==> config.mk <==
export PLATFORM = sky130hd
export DESIGN_NAME = wb_stream_bridge
export DESIGN_NICKNAME = d
export VERILOG_FILES = /design/src/rtl/wb_stream_pkg.sv /design/src/rtl/sync_fifo.sv /design/src/rtl/pace_timer.sv /design/src/rtl/tx_drain.sv /design/src/rtl/wb_bus_fsm.sv /design/src/rtl/wb_stream_bridge.sv
export SDC_FILE = /design/constraint.sdc
export NUM_CORES = 1
export LEC_CHECK = 0
export CORE_MARGIN = 2
export CORE_UTILIZATION = 25
export CTS_CLUSTER_DIAMETER = 40
export DETAILED_ROUTE_END_ITERATION = 8
export DONT_BUFFER_PORTS = 1
export HOLD_SLACK_MARGIN = 0.1
export PLACE_DENSITY = 0.42
export SYNTH_ARGS = -nofsm -noshare
export SYNTH_HDL_FRONTEND = slang
export SYNTH_SLANG_ARGS = --single-unit
export TNS_END_PERCENT = 10
==> constraint.sdc <==
create_clock -name clk -period 6.8 [get_ports clk]
set_input_delay 1.02 -clock clk [delete_from_list [all_inputs] [get_ports clk]]
set_output_delay 1.02 -clock clk [all_outputs]
set_load 0.005 [all_outputs]
==> src/rtl/wb_stream_pkg.sv <==
package wb_stream_pkg;

   // Register map, one 32-bit word per address
   localparam logic [1:0] ADR_TX_DATA = 2'd0;
   localparam logic [1:0] ADR_RX_DATA = 2'd1;
   localparam logic [1:0] ADR_STATUS  = 2'd2;
   localparam logic [1:0] ADR_PERIOD  = 2'd3;

   // Status register bit positions
   localparam int unsigned ST_TX_EMPTY  = 0;
   localparam int unsigned ST_TX_FULL   = 1;
   localparam int unsigned ST_RX_EMPTY  = 2;
   localparam int unsigned ST_RX_FULL   = 3;
   localparam int unsigned ST_OVERFLOW  = 4;
   localparam int unsigned ST_UNDERFLOW = 5;
   localparam int unsigned ST_RX_ERR    = 6;

   // Wishbone classic request from the host
   typedef struct packed {
      logic        cyc;
      logic        stb;
      logic        we;
      logic [1:0]  adr;
      logic [31:0] dat;
   } wb_req_t;

   // Wishbone classic response to the host
   typedef struct packed {
      logic        ack;
      logic [31:0] dat;
   } wb_rsp_t;

   // Transmit entry, tag is a running sequence number
   typedef struct packed {
      logic [31:0] data;
      logic [3:0]  tag;
   } tx_entry_t;

   // Receive entry, err comes from the input stream
   typedef struct packed {
      logic [31:0] data;
      logic        err;
   } rx_entry_t;

endpackage

==> src/rtl/sync_fifo.sv <==
`timescale 1ns/1ps

module sync_fifo #(
   parameter int  FIFO_DEPTH = 16,
   parameter type PAYLOAD_T  = logic [31:0]
) (
   input  logic     clk,
   input  logic     rst,
   input  logic     push,
   input  logic     pop,
   input  PAYLOAD_T din,
   output PAYLOAD_T dout,
   output logic     empty,
   output logic     full
);

   localparam int AW = (FIFO_DEPTH > 1) ? $clog2(FIFO_DEPTH) : 1;
   localparam int CW = AW + 1;

   PAYLOAD_T        mem [FIFO_DEPTH];
   logic [AW-1:0]   wr_ptr;
   logic [AW-1:0]   rd_ptr;
   logic [CW-1:0]   count;
   logic            wr_en;
   logic            rd_en;

   // Requests past the flags are ignored
   assign wr_en = push && !full;
   assign rd_en = pop && !empty;

   assign empty = (count == '0);
   assign full  = (count == CW'(FIFO_DEPTH));

   // Occupancy, unchanged on a simultaneous push and pop
   always_ff @(posedge clk)
   begin
      if (rst)
      begin
         count <= '0;
      end
      else
      begin
         case ({wr_en, rd_en})
            2'b10:   count <= count + 1'b1;
            2'b01:   count <= count - 1'b1;
            default: count <= count;
         endcase
      end
   end

   // Pointers wrap at the depth, which need not be a power of two
   always_ff @(posedge clk)
   begin
      if (rst)
      begin
         wr_ptr <= '0;
         rd_ptr <= '0;
      end
      else
      begin
         if (wr_en)
         begin
            wr_ptr <= (wr_ptr == AW'(FIFO_DEPTH - 1)) ? '0 : wr_ptr + 1'b1;
         end
         if (rd_en)
         begin
            rd_ptr <= (rd_ptr == AW'(FIFO_DEPTH - 1)) ? '0 : rd_ptr + 1'b1;
         end
      end
   end

   // Storage
   always_ff @(posedge clk)
   begin
      if (wr_en)
      begin
         mem[wr_ptr] <= din;
      end
   end

   // Read data is registered, valid the cycle after the pop
   always_ff @(posedge clk)
   begin
      if (rd_en)
      begin
         dout <= mem[rd_ptr];
      end
   end

   a_count_bound : assert property (
      @(posedge clk) disable iff (rst)
      count <= CW'(FIFO_DEPTH)
   );

endmodule

==> src/rtl/pace_timer.sv <==
`timescale 1ns/1ps

module pace_timer #(
   parameter int PERIOD_W = 8
) (
   input  logic                clk,
   input  logic                rst,
   input  logic                load,
   input  logic [PERIOD_W-1:0] period,
   output logic                expired
);

   logic [PERIOD_W-1:0] count;

   // Load on a transfer, then count down and stop at zero
   always_ff @(posedge clk)
   begin
      if (rst)
      begin
         count <= '0;
      end
      else if (load)
      begin
         count <= period;
      end
      else if (count != '0)
      begin
         count <= count - 1'b1;
      end
   end

   // A reload with a nonzero period ends the expired state on the same edge,
   // so the drain cannot pop alongside a transfer unless the period is 0
   assign expired = (count == '0) && (!load || (period == '0));

   // The drain always leaves a gap cycle after each transfer
   a_no_back_to_back_load : assert property (
      @(posedge clk) disable iff (rst)
      load |=> !load
   );

endmodule

==> src/rtl/tx_drain.sv <==
`timescale 1ns/1ps

module tx_drain (
   input  logic                    clk,
   input  logic                    rst,
   input  logic                    fifo_empty,
   input  wb_stream_pkg::tx_entry_t fifo_dout,
   output logic                    fifo_pop,
   input  logic                    timer_expired,
   output logic                    timer_load,
   output logic                    out_valid,
   output logic [31:0]             out_data,
   output logic [3:0]              out_tag,
   input  logic                    out_ready
);

   wb_stream_pkg::tx_entry_t hold;
   logic                     held;
   logic                     pending;
   logic                     transfer;

   assign transfer = held && out_ready;

   // Pop only into a free slot, with no read already in flight
   assign fifo_pop = !fifo_empty && timer_expired && !pending && (!held || transfer);

   assign timer_load = transfer;

   // pending marks the cycle where the FIFO dout holds the popped word
   always_ff @(posedge clk)
   begin
      if (rst)
      begin
         pending <= 1'b0;
         held    <= 1'b0;
      end
      else
      begin
         pending <= fifo_pop;
         if (pending)
         begin
            held <= 1'b1;
         end
         else if (transfer)
         begin
            held <= 1'b0;
         end
      end
   end

   // Output word register
   always_ff @(posedge clk)
   begin
      if (pending)
      begin
         hold <= fifo_dout;
      end
   end

   assign out_valid = held;
   assign out_data  = hold.data;
   assign out_tag   = hold.tag;

   a_hold_stable : assert property (
      @(posedge clk) disable iff (rst)
      (out_valid && !out_ready) |=> (out_valid && $stable(out_data))
   );

endmodule

==> src/rtl/wb_bus_fsm.sv <==
`timescale 1ns/1ps

module wb_bus_fsm #(
   parameter int PERIOD_W = 8
) (
   input  logic                     clk,
   input  logic                     rst,
   input  wb_stream_pkg::wb_req_t   bus_req,
   output wb_stream_pkg::wb_rsp_t   bus_rsp,
   output logic                     tx_push,
   output wb_stream_pkg::tx_entry_t tx_din,
   input  logic                     tx_full,
   input  logic                     tx_empty,
   output logic                     rx_pop,
   input  wb_stream_pkg::rx_entry_t rx_dout,
   input  logic                     rx_empty,
   input  logic                     rx_full,
   input  logic                     rx_drop,
   output logic [PERIOD_W-1:0]      period
);

   import wb_stream_pkg::*;

   typedef enum logic [1:0] {
      IDLE,
      RX_WAIT,
      ACK
   } state_t;

   state_t              state;
   logic                req_valid;
   logic                tx_wr;
   logic                rx_rd;
   logic                st_wr;
   logic                per_wr;
   logic [3:0]          seq;
   logic                ovf;
   logic                udf;
   logic                last_err;
   logic [PERIOD_W-1:0] period_q;
   logic [31:0]         status_word;
   logic [31:0]         rdata;

   // A new request is only taken in IDLE
   assign req_valid = (state == IDLE) && bus_req.cyc && bus_req.stb;

   assign tx_wr  = req_valid && bus_req.we && (bus_req.adr == ADR_TX_DATA);
   assign st_wr  = req_valid && bus_req.we && (bus_req.adr == ADR_STATUS);
   assign per_wr = req_valid && bus_req.we && (bus_req.adr == ADR_PERIOD);
   assign rx_rd  = req_valid && !bus_req.we && (bus_req.adr == ADR_RX_DATA);

   assign tx_push = tx_wr && !tx_full;
   assign rx_pop  = rx_rd && !rx_empty;

   assign tx_din.data = bus_req.dat;
   assign tx_din.tag  = seq;

   always_comb
   begin
      status_word               = '0;
      status_word[ST_TX_EMPTY]  = tx_empty;
      status_word[ST_TX_FULL]   = tx_full;
      status_word[ST_RX_EMPTY]  = rx_empty;
      status_word[ST_RX_FULL]   = rx_full;
      status_word[ST_OVERFLOW]  = ovf;
      status_word[ST_UNDERFLOW] = udf;
      status_word[ST_RX_ERR]    = last_err;
   end

   // Receive reads wait one extra cycle for the FIFO read data
   always_ff @(posedge clk)
   begin
      if (rst)
      begin
         state <= IDLE;
      end
      else
      begin
         case (state)
            IDLE:
            begin
               if (req_valid)
               begin
                  state <= rx_pop ? RX_WAIT : ACK;
               end
            end
            RX_WAIT: state <= ACK;
            default: state <= IDLE;
         endcase
      end
   end

   // Control registers and sticky errors
   always_ff @(posedge clk)
   begin
      if (rst)
      begin
         period_q <= '0;
         seq      <= '0;
         ovf      <= 1'b0;
         udf      <= 1'b0;
         last_err <= 1'b0;
      end
      else
      begin
         if (per_wr)
         begin
            period_q <= bus_req.dat[PERIOD_W-1:0];
         end
         if (tx_push)
         begin
            seq <= seq + 1'b1;
         end
         // Setting wins over a clear in the same cycle
         if ((tx_wr && tx_full) || rx_drop)
         begin
            ovf <= 1'b1;
         end
         else if (st_wr && bus_req.dat[ST_OVERFLOW])
         begin
            ovf <= 1'b0;
         end
         if (rx_rd && rx_empty)
         begin
            udf <= 1'b1;
         end
         else if (st_wr && bus_req.dat[ST_UNDERFLOW])
         begin
            udf <= 1'b0;
         end
         if (state == RX_WAIT)
         begin
            last_err <= rx_dout.err;
         end
      end
   end

   // Read data, zero for an empty receive FIFO or a write-only register
   always_ff @(posedge clk)
   begin
      if (state == RX_WAIT)
      begin
         rdata <= rx_dout.data;
      end
      else if (req_valid && !bus_req.we)
      begin
         case (bus_req.adr)
            ADR_STATUS: rdata <= status_word;
            ADR_PERIOD: rdata <= 32'(period_q);
            default:    rdata <= '0;
         endcase
      end
   end

   assign bus_rsp.ack = (state == ACK);
   assign bus_rsp.dat = rdata;
   assign period      = period_q;

   a_ack_single : assert property (
      @(posedge clk) disable iff (rst)
      bus_rsp.ack |=> !bus_rsp.ack
   );

endmodule

==> src/rtl/wb_stream_bridge.sv <==
`timescale 1ns/1ps

module wb_stream_bridge #(
   parameter int FIFO_DEPTH = 16,
   parameter int PERIOD_W   = 8
) (
   input  logic                   clk,
   input  logic                   rst,
   input  wb_stream_pkg::wb_req_t bus_req,
   output wb_stream_pkg::wb_rsp_t bus_rsp,
   input  logic                   in_valid,
   input  logic [31:0]            in_data,
   input  logic                   in_err,
   output logic                   out_valid,
   output logic [31:0]            out_data,
   output logic [3:0]             out_tag,
   input  logic                   out_ready
);

   import wb_stream_pkg::*;

   tx_entry_t           tx_din;
   tx_entry_t           tx_dout;
   logic                tx_push;
   logic                tx_pop;
   logic                tx_empty;
   logic                tx_full;
   rx_entry_t           rx_din;
   rx_entry_t           rx_dout;
   logic                rx_pop;
   logic                rx_empty;
   logic                rx_full;
   logic                rx_drop;
   logic [PERIOD_W-1:0] period;
   logic                timer_load;
   logic                timer_expired;

   // Input stream has no back-pressure, a word into a full FIFO is lost
   assign rx_din.data = in_data;
   assign rx_din.err  = in_err;
   assign rx_drop     = in_valid && rx_full;

   wb_bus_fsm #(
      .PERIOD_W (PERIOD_W)
   ) bus_fsm_i (
      .clk      (clk),
      .rst      (rst),
      .bus_req  (bus_req),
      .bus_rsp  (bus_rsp),
      .tx_push  (tx_push),
      .tx_din   (tx_din),
      .tx_full  (tx_full),
      .tx_empty (tx_empty),
      .rx_pop   (rx_pop),
      .rx_dout  (rx_dout),
      .rx_empty (rx_empty),
      .rx_full  (rx_full),
      .rx_drop  (rx_drop),
      .period   (period)
   );

   sync_fifo #(
      .FIFO_DEPTH (FIFO_DEPTH),
      .PAYLOAD_T  (tx_entry_t)
   ) tx_fifo_i (
      .clk   (clk),
      .rst   (rst),
      .push  (tx_push),
      .pop   (tx_pop),
      .din   (tx_din),
      .dout  (tx_dout),
      .empty (tx_empty),
      .full  (tx_full)
   );

   sync_fifo #(
      .FIFO_DEPTH (FIFO_DEPTH),
      .PAYLOAD_T  (rx_entry_t)
   ) rx_fifo_i (
      .clk   (clk),
      .rst   (rst),
      .push  (in_valid),
      .pop   (rx_pop),
      .din   (rx_din),
      .dout  (rx_dout),
      .empty (rx_empty),
      .full  (rx_full)
   );

   pace_timer #(
      .PERIOD_W (PERIOD_W)
   ) pace_timer_i (
      .clk     (clk),
      .rst     (rst),
      .load    (timer_load),
      .period  (period),
      .expired (timer_expired)
   );

   tx_drain tx_drain_i (
      .clk           (clk),
      .rst           (rst),
      .fifo_empty    (tx_empty),
      .fifo_dout     (tx_dout),
      .fifo_pop      (tx_pop),
      .timer_expired (timer_expired),
      .timer_load    (timer_load),
      .out_valid     (out_valid),
      .out_data      (out_data),
      .out_tag       (out_tag),
      .out_ready     (out_ready)
   );

endmodule

## Word-level counts from Yosys, hierarchy flattened

Memory sizes are Yosys's and may differ from the RTL's. A register that Yosys moved wholly into a read port is not among the register bits.
Cells that the tools add are included.

- Bits in registers: 121
- Bits in writable memories: 1104
- Input bits: 74
- Logic and storage cells: 119
- Memories: 2

Memories:

| memory | words | width | rd ports | clocked after Yosys merged registers in | write ports | line | source |
|---|---|---|---|---|---|---|---|
| tx_fifo_i.mem | 16 | 36 | 1 | 1 | 1 | sync_fifo.sv:20 | `PAYLOAD_T mem [FIFO_DEPTH];` |
| rx_fifo_i.mem | 16 | 33 | 1 | 1 | 1 | sync_fifo.sv:20 |  |

- $add $sub $neg: 10
- Equality and inequality tests: 16
- Multiplexer cells: 24
- Reduce and logical (&&, ||, !) cells: 49

Operator list:

| cell | number |
|---|---|
| 2-to-1 mux 32 bit | 2 |
| logical AND 1 bit | 24 |
| adder 4 x 1 -> 4 bit, second input constant | 5 |
| one-hot mux 5 bit (2 select lines) | 2 |
| equality test 4 bit, second input constant | 4 |
| zero test 8 bit | 2 |
| 2-to-1 mux 4 bit | 4 |
| 2-to-1 mux 8 bit | 2 |
| one-hot mux 8 bit (2 select lines) | 1 |
| nonzero test 2 bit | 7 |
| adder 5 x 1 -> 5 bit, second input constant | 2 |
| equality test 2 bit, second input constant | 5 |
| equality test 5 bit, second input constant | 2 |
| zero test 5 bit | 2 |
| 2-to-1 mux 1 bit | 10 |
| subtractor 5 x 1 -> 5 bit, second input constant | 2 |
| equality test 2 x 1 -> 1 bit, second input constant | 4 |
| zero test 1 bit | 8 |
| nonzero test 8 bit | 1 |
| subtractor 8 x 1 -> 8 bit, second input constant | 1 |
| zero test 2 bit | 2 |
| 2-to-1 mux 2 bit | 2 |
| one-hot mux 2 bit (2 select lines) | 1 |
| logical OR 1 bit | 3 |
| inequality test 2 x 1 -> 1 bit, second input constant | 1 |

## Logic depth before layout (Yosys ltp)

Gate-level depths: netlist of run 1.

- Depth in word-level cells: 10
- Gate-level depth with buffers: 15
- Depth with buffers taken out: 13

## Modules after synthesis

A second synthesis of run 1 with hierarchy kept.

- Cells, all modules: 2296
- Area total of the unflattened synthesis: 49025.8 um^2

By module, submodules not included:

| module | times used | cells an instance | area an instance (um^2) |
|---|---|---|---|
| sync_fifo at tx_fifo_i | 1 | 1027 | 23452.5 |
| sync_fifo at rx_fifo_i | 1 | 952 | 21563.2 |
| wb_bus_fsm | 1 | 213 | 2323.5 |
| tx_drain | 1 | 44 | 1176.1 |
| pace_timer | 1 | 59 | 504.2 |
| wb_stream_bridge | 1 | 1 | 6.3 |

## Worst setup path after synthesis of run 1

Ideal clock, no wire load.

- Path type: in2reg
- From: in bus_req[35] (netlist bit)
- To: reg rx_fifo_i.count[4]
- Library setup time: 0.121 ns
- Data arrival time: 5.803 ns
- Required time: 6.679 ns
- Setup slack: 0.876 ns
- Cell stages on the path: 10
- Buffers on the path: 0
- Cell sequence: nand4bb_1 a2111oi_2 ha_1 inv_1 fa_1 nor2b_1 o21ai_0 nand3_1 or3b_2 mux2_2

- Longest elaborated chain between the ends: 7

RTL lines:

| what | line | source |
|---|---|---|
| start: declaration | wb_stream_bridge.sv:9 | `input wb_stream_pkg::wb_req_t bus_req,` |
| logical AND 1 bit (*) | wb_bus_fsm.sv:45 | `assign req_valid = (state == IDLE) && bus_req.cyc && bus_req.stb;` |
| logical AND 1 bit (*) (2 in a row) | wb_bus_fsm.sv:50 | `assign rx_rd = req_valid && !bus_req.we && (bus_req.adr == ADR_RX_DATA);` |
| logical AND 1 bit (*) | wb_bus_fsm.sv:53 | `assign rx_pop = rx_rd && !rx_empty;` |
| logical AND 1 bit (*) | sync_fifo.sv:29 | `assign rd_en = pop && !empty;` |
| named net rx_fifo_i.rd_en | sync_fifo.sv:25 | `logic rd_en;` |
| equality test 2 x 1 -> 1 bit / equality test 2 bit (equally long branches) | sync_fifo.sv:43 | `case ({wr_en, rd_en})` |
| one-hot mux 5 bit (2 select lines) / nonzero test 2 bit (equally long branches) | -- |  |
| end signal: assignment | sync_fifo.sv:44 | `2'b10: count <= count + 1'b1;` |
| end signal: assignment | sync_fifo.sv:45 | `2'b01: count <= count - 1'b1;` |
| end signal: assignment | sync_fifo.sv:46 | `default: count <= count;` |
| end: declaration | sync_fifo.sv:23 | `logic [CW-1:0] count;` |

Mark *: on every way through the listed nets, which the timed path passes. The rest lies on a longest branch.
A chain may end at the register's enable or synchronous reset.

## Worst setup path in the final report of run 1

- From: reg pace_timer_i.count[3]
- To: reg tx_fifo_i.count[4]

- Longest elaborated chain between the ends: 8

RTL lines:

| what | line | source |
|---|---|---|
| start: declaration | pace_timer.sv:13 | `logic [PERIOD_W-1:0] count;` |
| start signal: assignment | pace_timer.sv:24 | `count <= period;` |
| start signal: assignment | pace_timer.sv:28 | `count <= count - 1'b1;` |
| zero test 8 bit (*) | pace_timer.sv:34 | `assign expired = (count == '0) && (!load \|\| (period == '0));` |
| logical AND 1 bit (*) | pace_timer.sv:34 |  |
| logical AND 1 bit (*) (3 in a row) | tx_drain.sv:25 | `assign fifo_pop = !fifo_empty && timer_expired && !pending && (!held \|\| transfer);` |
| logical AND 1 bit (*) | sync_fifo.sv:29 |  |
| named net tx_fifo_i.rd_en | sync_fifo.sv:25 |  |
| equality test 2 x 1 -> 1 bit / equality test 2 bit (equally long branches) | sync_fifo.sv:43 |  |
| one-hot mux 5 bit (2 select lines) / nonzero test 2 bit (equally long branches) | -- |  |
| end signal: assignment | sync_fifo.sv:44 |  |
| end signal: assignment | sync_fifo.sv:45 |  |
| end signal: assignment | sync_fifo.sv:46 |  |
| end: declaration | sync_fifo.sv:23 |  |

Marked as above.

==> results of run 1 <==
==> worst max-delay path by stage <==
stage / start / to / cells after the start
floorplan: bus_req[35] / rx_fifo_i.count[4] / 10
global placement: bus_req[35] / tx_fifo_i.count[4] / 11
detailed placement: pace_timer_i.count[3] / tx_fifo_i.count[4] / 12
CTS: pace_timer_i.count[3] / tx_fifo_i.count[4] / 12
global route: pace_timer_i.count[3] / tx_fifo_i.count[4] / 12
finish: pace_timer_i.count[3] / tx_fifo_i.count[4] / 12
==> metal layers <==
layer / global-route usage / share of wire / vias up
met5: 0 / 0 / -
met4: 0.0369 / 0.025 / 0
met3: 0.0322 / 0.051 / 187
met2: 0.206 / 0.50 / 493
met1: 0.153 / 0.43 / 12286
li1: - / - / 9965
==> area by class of cell <==
class,count,area [µm²],share of cell area
repair buffers,50,463,0.00785
clock buffers,197,4630,0.0786
diodes,1,2.50,0.0000425
multi-input cells,923,10400,0.177
well taps,2624,3280,0.0557
flip-flops and latches,1294,38400,0.651
inverters,25,93.8,0.00159
clock inverters,139,1660,0.0282
==> registers in the layout, summed over array words and instances (netlist names), 5 cells and up <==
register,flops
tx_drain_i.out_data,32
rx_fifo_i.dout,33
tx_fifo_i.mem,576
tx_fifo_i.count,5
rx_fifo_i.mem,528
bus_fsm_i.period,8
pace_timer_i.count,8
bus_fsm_i.rdata,32
rx_fifo_i.count,5
tx_fifo_i.dout,36
==> layout by cell type, fill, tap and decap left out, drive strengths merged, types with 3 or more instances in the layout <==
cell,count
inv,57
nor4,5
xor2,9
nand2b,7
nand3,14
nand2,124
xnor2,5
a21oi,66
mux2i,43
and2,26
mux4,276
a22oi,3
mux2,4
nor2b,75
nor3,14
edfxtp,1241
a41oi,3
nor2,72
clkbuf,197
dfxtp,53
a211oi,72
o21ai,12
buf,50
clkinv,64
a31oi,39
ha,21
clkinvlp,19
bufinv,24
==> logic make-up (layout without fill, tap and decap cells) <==
logic type / Yosys count / count (layout) / synth area share
buf+inv: 154 / 411 / 0.0123
flops: 1294 / 1294 / 0.780
other cells: 0 / 1 / 0
fa+ha+maj: 23 / 23 / 0.00616
simple gates: 353 / 353 / 0.0349
compound gates: 210 / 210 / 0.0276
xor+xnor: 14 / 14 / 0.00250
mux: 323 / 323 / 0.136
==> power breakdown <==
group	internal [mW]	switching, mW	total [mW]	leakage (nW)
Clock	5.93	3.72	9.65	3.01
Combinational	0.174	0.202	0.377	3.11
Sequential	8.79	0.0383	8.83	11.7
==> through the flow <==
step	setup WS (ns)	instance area (µm²)	hold WS [ns]	total power, mW	cells
after floorplan	0.876	49100	0.400	9.28	2371
after global placement	2.65	52600	0.414	9.36	4913
after detailed placement	2.70	52600	0.407	9.38	4913
after CTS	2.67	58900	0.226	19.1	5249
after global routing	2.45	58900	0.241	19.5	5253
final	2.66	58900	0.310	18.9	5253
==> results_dict.tcl, run 1 <==
set metrics [dict create \
    path_cells "or4_1 -> or4b_4 -> nand4bb_1 -> inv_2 -> ha_1 -> inv_1 -> fa_1 -> nor2b_1 -> o21ai_0 -> nand3_1 -> or3b_2 -> mux2_2" \
    gp_congestion 0.743 \
    cp.arrival_ns 4.82 \
    grt_usage 0.122 \
    outcome "complete, no violations" \
    power_density_nw_per_um2 320 \
    cts_tree "done" \
    synthToLayoutAreaGrowth_pct 20.0 \
    wl_per_cell_um 23.2 \
    finalMaxSlewViolations 0 \
    placementRows 162 \
    worst_setup_path_start_kind "flip-flop" \
    synth.avg_cell_area_um2 20.7 \
    cts_hold_buf 0 \
    dp_hpwl_um 69700 \
    synthTopCellsByCount "1241 x edfxtp_1, 276 x mux4_2, 124 x nand2_1" \
    die_x_um 447 \
    holdPathEnd "rx_fifo_i.mem[2][19]" \
    peakVddDrop_v 0.000238 \
    cts.clk_slew.worst_paths_ns 0.07 \
    nFillCells 19011 \
    min_path_cells 0 \
    die_y_um 447 \
    drc 0 \
    cts_setup_buffers 0 \
    syn_inst 2371 \
    path_class "flip-flop to flip-flop" \
    synth_area_leaders "edfxtp_1 76%, mux4_2 13%, dfxtp_1 2.2%" \
    cp_slowest_cell "or4b_4" \
    grt_pass1_wl_um 177000 \
    p_leak_nw 17.8 \
    critPathTopFamily "simple AND/OR/NAND/NOR gates" \
    tightest_slew_ns 1.28 \
    globalRouteOverflowTotal 0 \
    portBuffers 0 \
    core-area_um2 195000 \
    ys_seq_area_frac 0.780 \
    clock-sinks 1294 \
    routed_wl_um 122000 \
    synth.most_common_cell "edfxtp_1" \
    rsz0062_at_grt "no" \
    r2r_start "pace_timer_i.count[3]" \
    synth_top_area_frac 0.759 \
    ff2ff_path_depth 12 \
    synth-edff-count 1241 \
    finalNetCount 2572 \
    post_cts_resized 0 \
    required_ns 7.48 \
    h-tree-depth 4 \
    max_freq_mhz 242 \
    setup_tns_ns 0 \
    ys_warn_count 0 \
    reg2reg_to "tx_fifo_i.count[4]" \
    worstHoldStart "in_data[18]" \
    drt_iter0_drc 1492 \
    period_needed_ns 4.14 \
    relSlewSlack 0.146 \
    grt_max_degree 82 \
    via_per_inst 4.37 \
    dieArea_um2 200000 \
    cp_max_fo 9 \
    synth.ff_latch_count 1294 \
    path_buf_inv 2 \
    dr.pass1.iters 5 \
    synth_area_leader_cell "edfxtp_1" \
    ys.flop_type "edfxtp_1" \
    drv_cap 0 \
    floorplan.initialDensity 0.252 \
    yosys.cell_types.count 52 \
    fin_crit_sh 0.609 \
    endpoint_kind "flip-flop" \
    clk_path_buf_depth 3 \
    async_reset_ff_frac 0 \
    clk_latency_ns 0.80 \
    syn_nets 2468 \
    first_global_vias 25056 \
    ios 144 \
    clockRootBuffer "clkbuf_16" \
    slowest_delay_ns 0.59 \
    numCtsBuffers 181 \
    rrSetupSlack_ns 2.66 \
    drive_gt1_frac 0.259 \
    finish.utilization 0.302 \
    hp-class "primary input to flip-flop" \
    syn_area_um2 49100 \
    num_vias 22931 \
    antenna_found_initial 4 \
    setup_violations 0 \
    detail-route-antenna-nets 0 \
    fin_skew_ns 0.0302 \
    final-hold-violation-count 0 \
]
Power figures use the tool's default switching activity.
==> inputs of run 2 (changes only) <==
--- a/config.mk
+++ b/config.mk
@@ -5,6 +5,7 @@
 export SDC_FILE = /design/constraint.sdc
 export NUM_CORES = 1
 export LEC_CHECK = 0
+export ABC_AREA = 1
 export CORE_MARGIN = 2
 export CORE_UTILIZATION = 25
 export CTS_CLUSTER_DIAMETER = 40
==> constraint.sdc (replaced) <==
create_clock -name clk -period 4.15 [get_ports clk]
set_input_delay 0.6225 -clock clk [delete_from_list [all_inputs] [get_ports clk]]
set_output_delay 0.6225 -clock clk [all_outputs]
set_load 0.005 [all_outputs]
==> run 2 against run 1 <==
Synthesized area rose by 1.9%. Critical endpoint unchanged. Cell area rose by 4.5%. Critical path depth rose by 3. First-iteration DRC count rose by 74%. Die area rose by 1.8%. Non-clock buffer count rose by 102. Worst setup slack got worse by 1.3 ns. Final cell count rose by 28%. Register-to-register slack got worse by 1.3 ns. Critical path type unchanged. Sequential power rose by 69%. Highest routed layer is now met5. Sequential share of layout area fell by 2.8 points. Clock power rose by 87%.
==> results_dict.tcl, run 2 <==
set metrics [dict create \
    synth_area_leaders "edfxtp_1 74%, nor2_1 5.9%, o21ai_0 5.5%" \
    detail-route-antenna-nets 0 \
    drt_iter0_drc 2592 \
    ys_seq_area_frac 0.766 \
    cp_max_fo 10 \
    finalNetCount 3993 \
    top_register "tx_fifo_i.mem" \
    relSlewSlack 0.126 \
    fin_skew_ns 0.0670 \
    cp_slowest_cell "dfxtp_1" \
    cp.arrival_ns 3.56 \
    ios 144 \
    finalMaxSlewViolations 0 \
    cts.clk_slew.worst_paths_ns 0.05 \
    hp-class "primary input to flip-flop" \
    tightest_slew_ns 1.31 \
    synthTopCellsByCount "1241 x edfxtp_1, 781 x nor2_1, 552 x o21ai_0" \
    syn_area_um2 50000 \
    floorplan.initialDensity 0.251 \
    cpMostUsedCell "nand2_1" \
    async_reset_ff_frac 0 \
    worst_setup_path_start_kind "flip-flop" \
    synthToLayoutAreaGrowth_pct 23.1 \
    required_ns 4.92 \
    synth_area_leader_cell "edfxtp_1" \
    cts_tree "done" \
    syn_nets 3849 \
    clock-sinks 1294 \
    clkPwrFrac 0.486 \
    num_vias 30710 \
    sw_frac_of_total 0.263 \
    synth.ff_latch_count 1294 \
    setup_tns_ns 0 \
    critPathTopFamily "adder cells" \
    p_leak_nw 20.3 \
    nFillCells 19848 \
    die_x_um 451 \
    top_regs "tx_fifo_i.mem: 576 flops, rx_fifo_i.mem: 528 flops, tx_fifo_i.dout: 36 flops" \
    ys.flop_type "edfxtp_1" \
    drc 0 \
    grt_pass1_wl_um 214000 \
    path_cells "nand2_1 -> clkinv_1 -> o21ai_0 -> nand2_1 -> inv_2 -> ha_1 -> inv_1 -> fa_1 -> inv_1 -> nand2_1 -> nand2_1 -> a21oi_1 -> xor2_1 -> nand2_1 -> a21oi_1" \
    fin_crit_sh 0.671 \
    routed_wl_um 146000 \
    clockRootBuffer "clkbuf_16" \
    h-tree-depth 4 \
    largest_reg_flops 576 \
    p_comb_frac 0.113 \
    synth.most_common_cell "edfxtp_1" \
    max_freq_mhz 359 \
    clk_latency_ns 0.84 \
    placed_cell_area_um2 53400 \
    wl_per_cell_um 21.6 \
    path_buf_inv 4 \
    rsz0062_at_grt "no" \
    dr.pass1.iters 5 \
    dp_hpwl_um 80700 \
    clk_path_buf_depth 3 \
    synth-edff-count 1241 \
    ys_warn_count 0 \
    design_area_um2 61600 \
    placementRows 164 \
    final_cell_mix "1241 x edfxtp_1, 747 x nor2_1, 552 x o21ai_0" \
    post_cts_resized 0 \
    drv_cap 0 \
    gp_congestion 0.747 \
    drive_gt1_frac 0.122 \
    endpoint_kind "flip-flop" \
    slowest_delay_ns 0.41 \
    grt_usage 0.141 \
    seqPwrFrac 0.402 \
    final_common_cell "edfxtp_1" \
    power_density_nw_per_um2 603 \
    p_int_mw 27.4 \
    first_global_vias 30579 \
    syn_inst 3752 \
    grt_max_degree 199 \
    path_class "flip-flop to flip-flop" \
    final-hold-violation-count 0 \
    p_sw_mw 9.78 \
    core-area_um2 199000 \
    synth.avg_cell_area_um2 13.3 \
    setup_violations 0 \
    yosys.cell_types.count 33 \
    outcome "complete, no violations" \
    period_needed_ns 2.79 \
    die_y_um 451 \
    peakVddDrop_v 0.000351 \
    antenna_found_initial 25 \
    globalRouteOverflowTotal 0 \
    via_per_inst 4.55 \
    synth_top_area_frac 0.745 \
    numCtsBuffers 217 \
    dieArea_um2 204000 \
    portBuffers 0 \
]
-- run 2: changes by cell type in the layout (fill, tap and decap cells not counted), moves of 99 or more --
| cell | change |
|---|---|
| nand2_1 | +124 |
| o22ai_1 | +139 |
| o21ai_0 | +541 |
| o211ai_1 | +99 |
| nand3_1 | +143 |
| mux4_2 | -276 |
| nor2_1 | +699 |
-- run 2: final timing paths --
kind,startpoint,to,slack (ns),cells past startpoint
hold / removal,bus_req[32],bus_fsm_i.udf,0.17,4
setup reg to reg,tx_drain_i.out_valid,tx_fifo_i.count[4],1.36,15
setup / recovery,tx_drain_i.out_valid,tx_fifo_i.count[4],1.36,15
hold reg to reg,tx_fifo_i.dout[26],tx_drain_i.out_data[22],0.41,0
-- run 2: cells by family after synthesis --
| group | share of synthesized area |
|---|---|
| adders and majority gates | 0.00605 |
| AOI/OAI and AO/OA | 0.102 |
| and+or+nand+nor | 0.0950 |
| buffers and inverters | 0.0281 |
| xor gates and xnor gates | 0.00298 |
| DFF | 0.766 |
-- run 2: worst reg2reg max path, delay by kind of cell (launching register included) --
family          cells  cell delay [ns]
compound gates      3             0.41
fa+ha+maj           2             0.67
simple gates        5             0.59
buf+inv             4             0.50
xor+xnor            1             0.15
flops               1             0.41
-- run 2: area by class of cell --
cell class | instances | area [µm²] | share of cell area
diodes | 4 | 10.0 | 0.000162
clock buffers | 238 | 5550 | 0.0901
clock inverters | 173 | 1910 | 0.0310
inverters | 88 | 344 | 0.00558
multi-input cells | 2143 | 10600 | 0.172
flip-flops and latches | 1294 | 38300 | 0.622
well taps | 2656 | 3320 | 0.0539
repair buffers | 152 | 1550 | 0.0252
-- run 2: metrics by stage --
step / setup slack [ns] / instances / hold slack, ns / total power [mW] / utilization
2_1_floorplan: 0.115 / 3752 / 0.400 / 17.8 / -
3_3_place_gp: 0.909 / 6263 / 0.403 / 19.3 / 0.268
3_5_place_dp: 0.858 / 6263 / 0.406 / 19.2 / 0.268
4_1_cts: 1.27 / 6744 / 0.108 / 37.7 / 0.309
5_1_grt: 1.06 / 6747 / 0.132 / 38.7 / 0.309
6_report: 1.36 / 6748 / 0.169 / 37.2 / 0.309
-- run 2: power by group through the flow --
stage,Combinational [mW],Sequential [mW],Clock (mW)
floorplan,2.69,15.1,0
global placement,4.07,15.2,0
detailed placement,4.05,15.2,0
CTS,4.30,14.9,18.4
global route,4.73,15.0,19.0
finish,4.18,14.9,18.0
-- run 2: per-layer routing --
layer,GRT usage,part of all wire,up-vias
li1,-,-,14202
met1,0.181,0.43,15469
met2,0.236,0.49,765
met3,0.0291,0.047,262
met4,0.0461,0.028,12
met5,0,0.00058,-
-- run 2: what timing repair did --
action / 4_1_cts / 5_1_grt
endpoints found under the hold margin: 1077 / 0
buffers inserted: 0 / 0
setup endpoints to repair: 0 / 0
hold buffers: 70 / 0
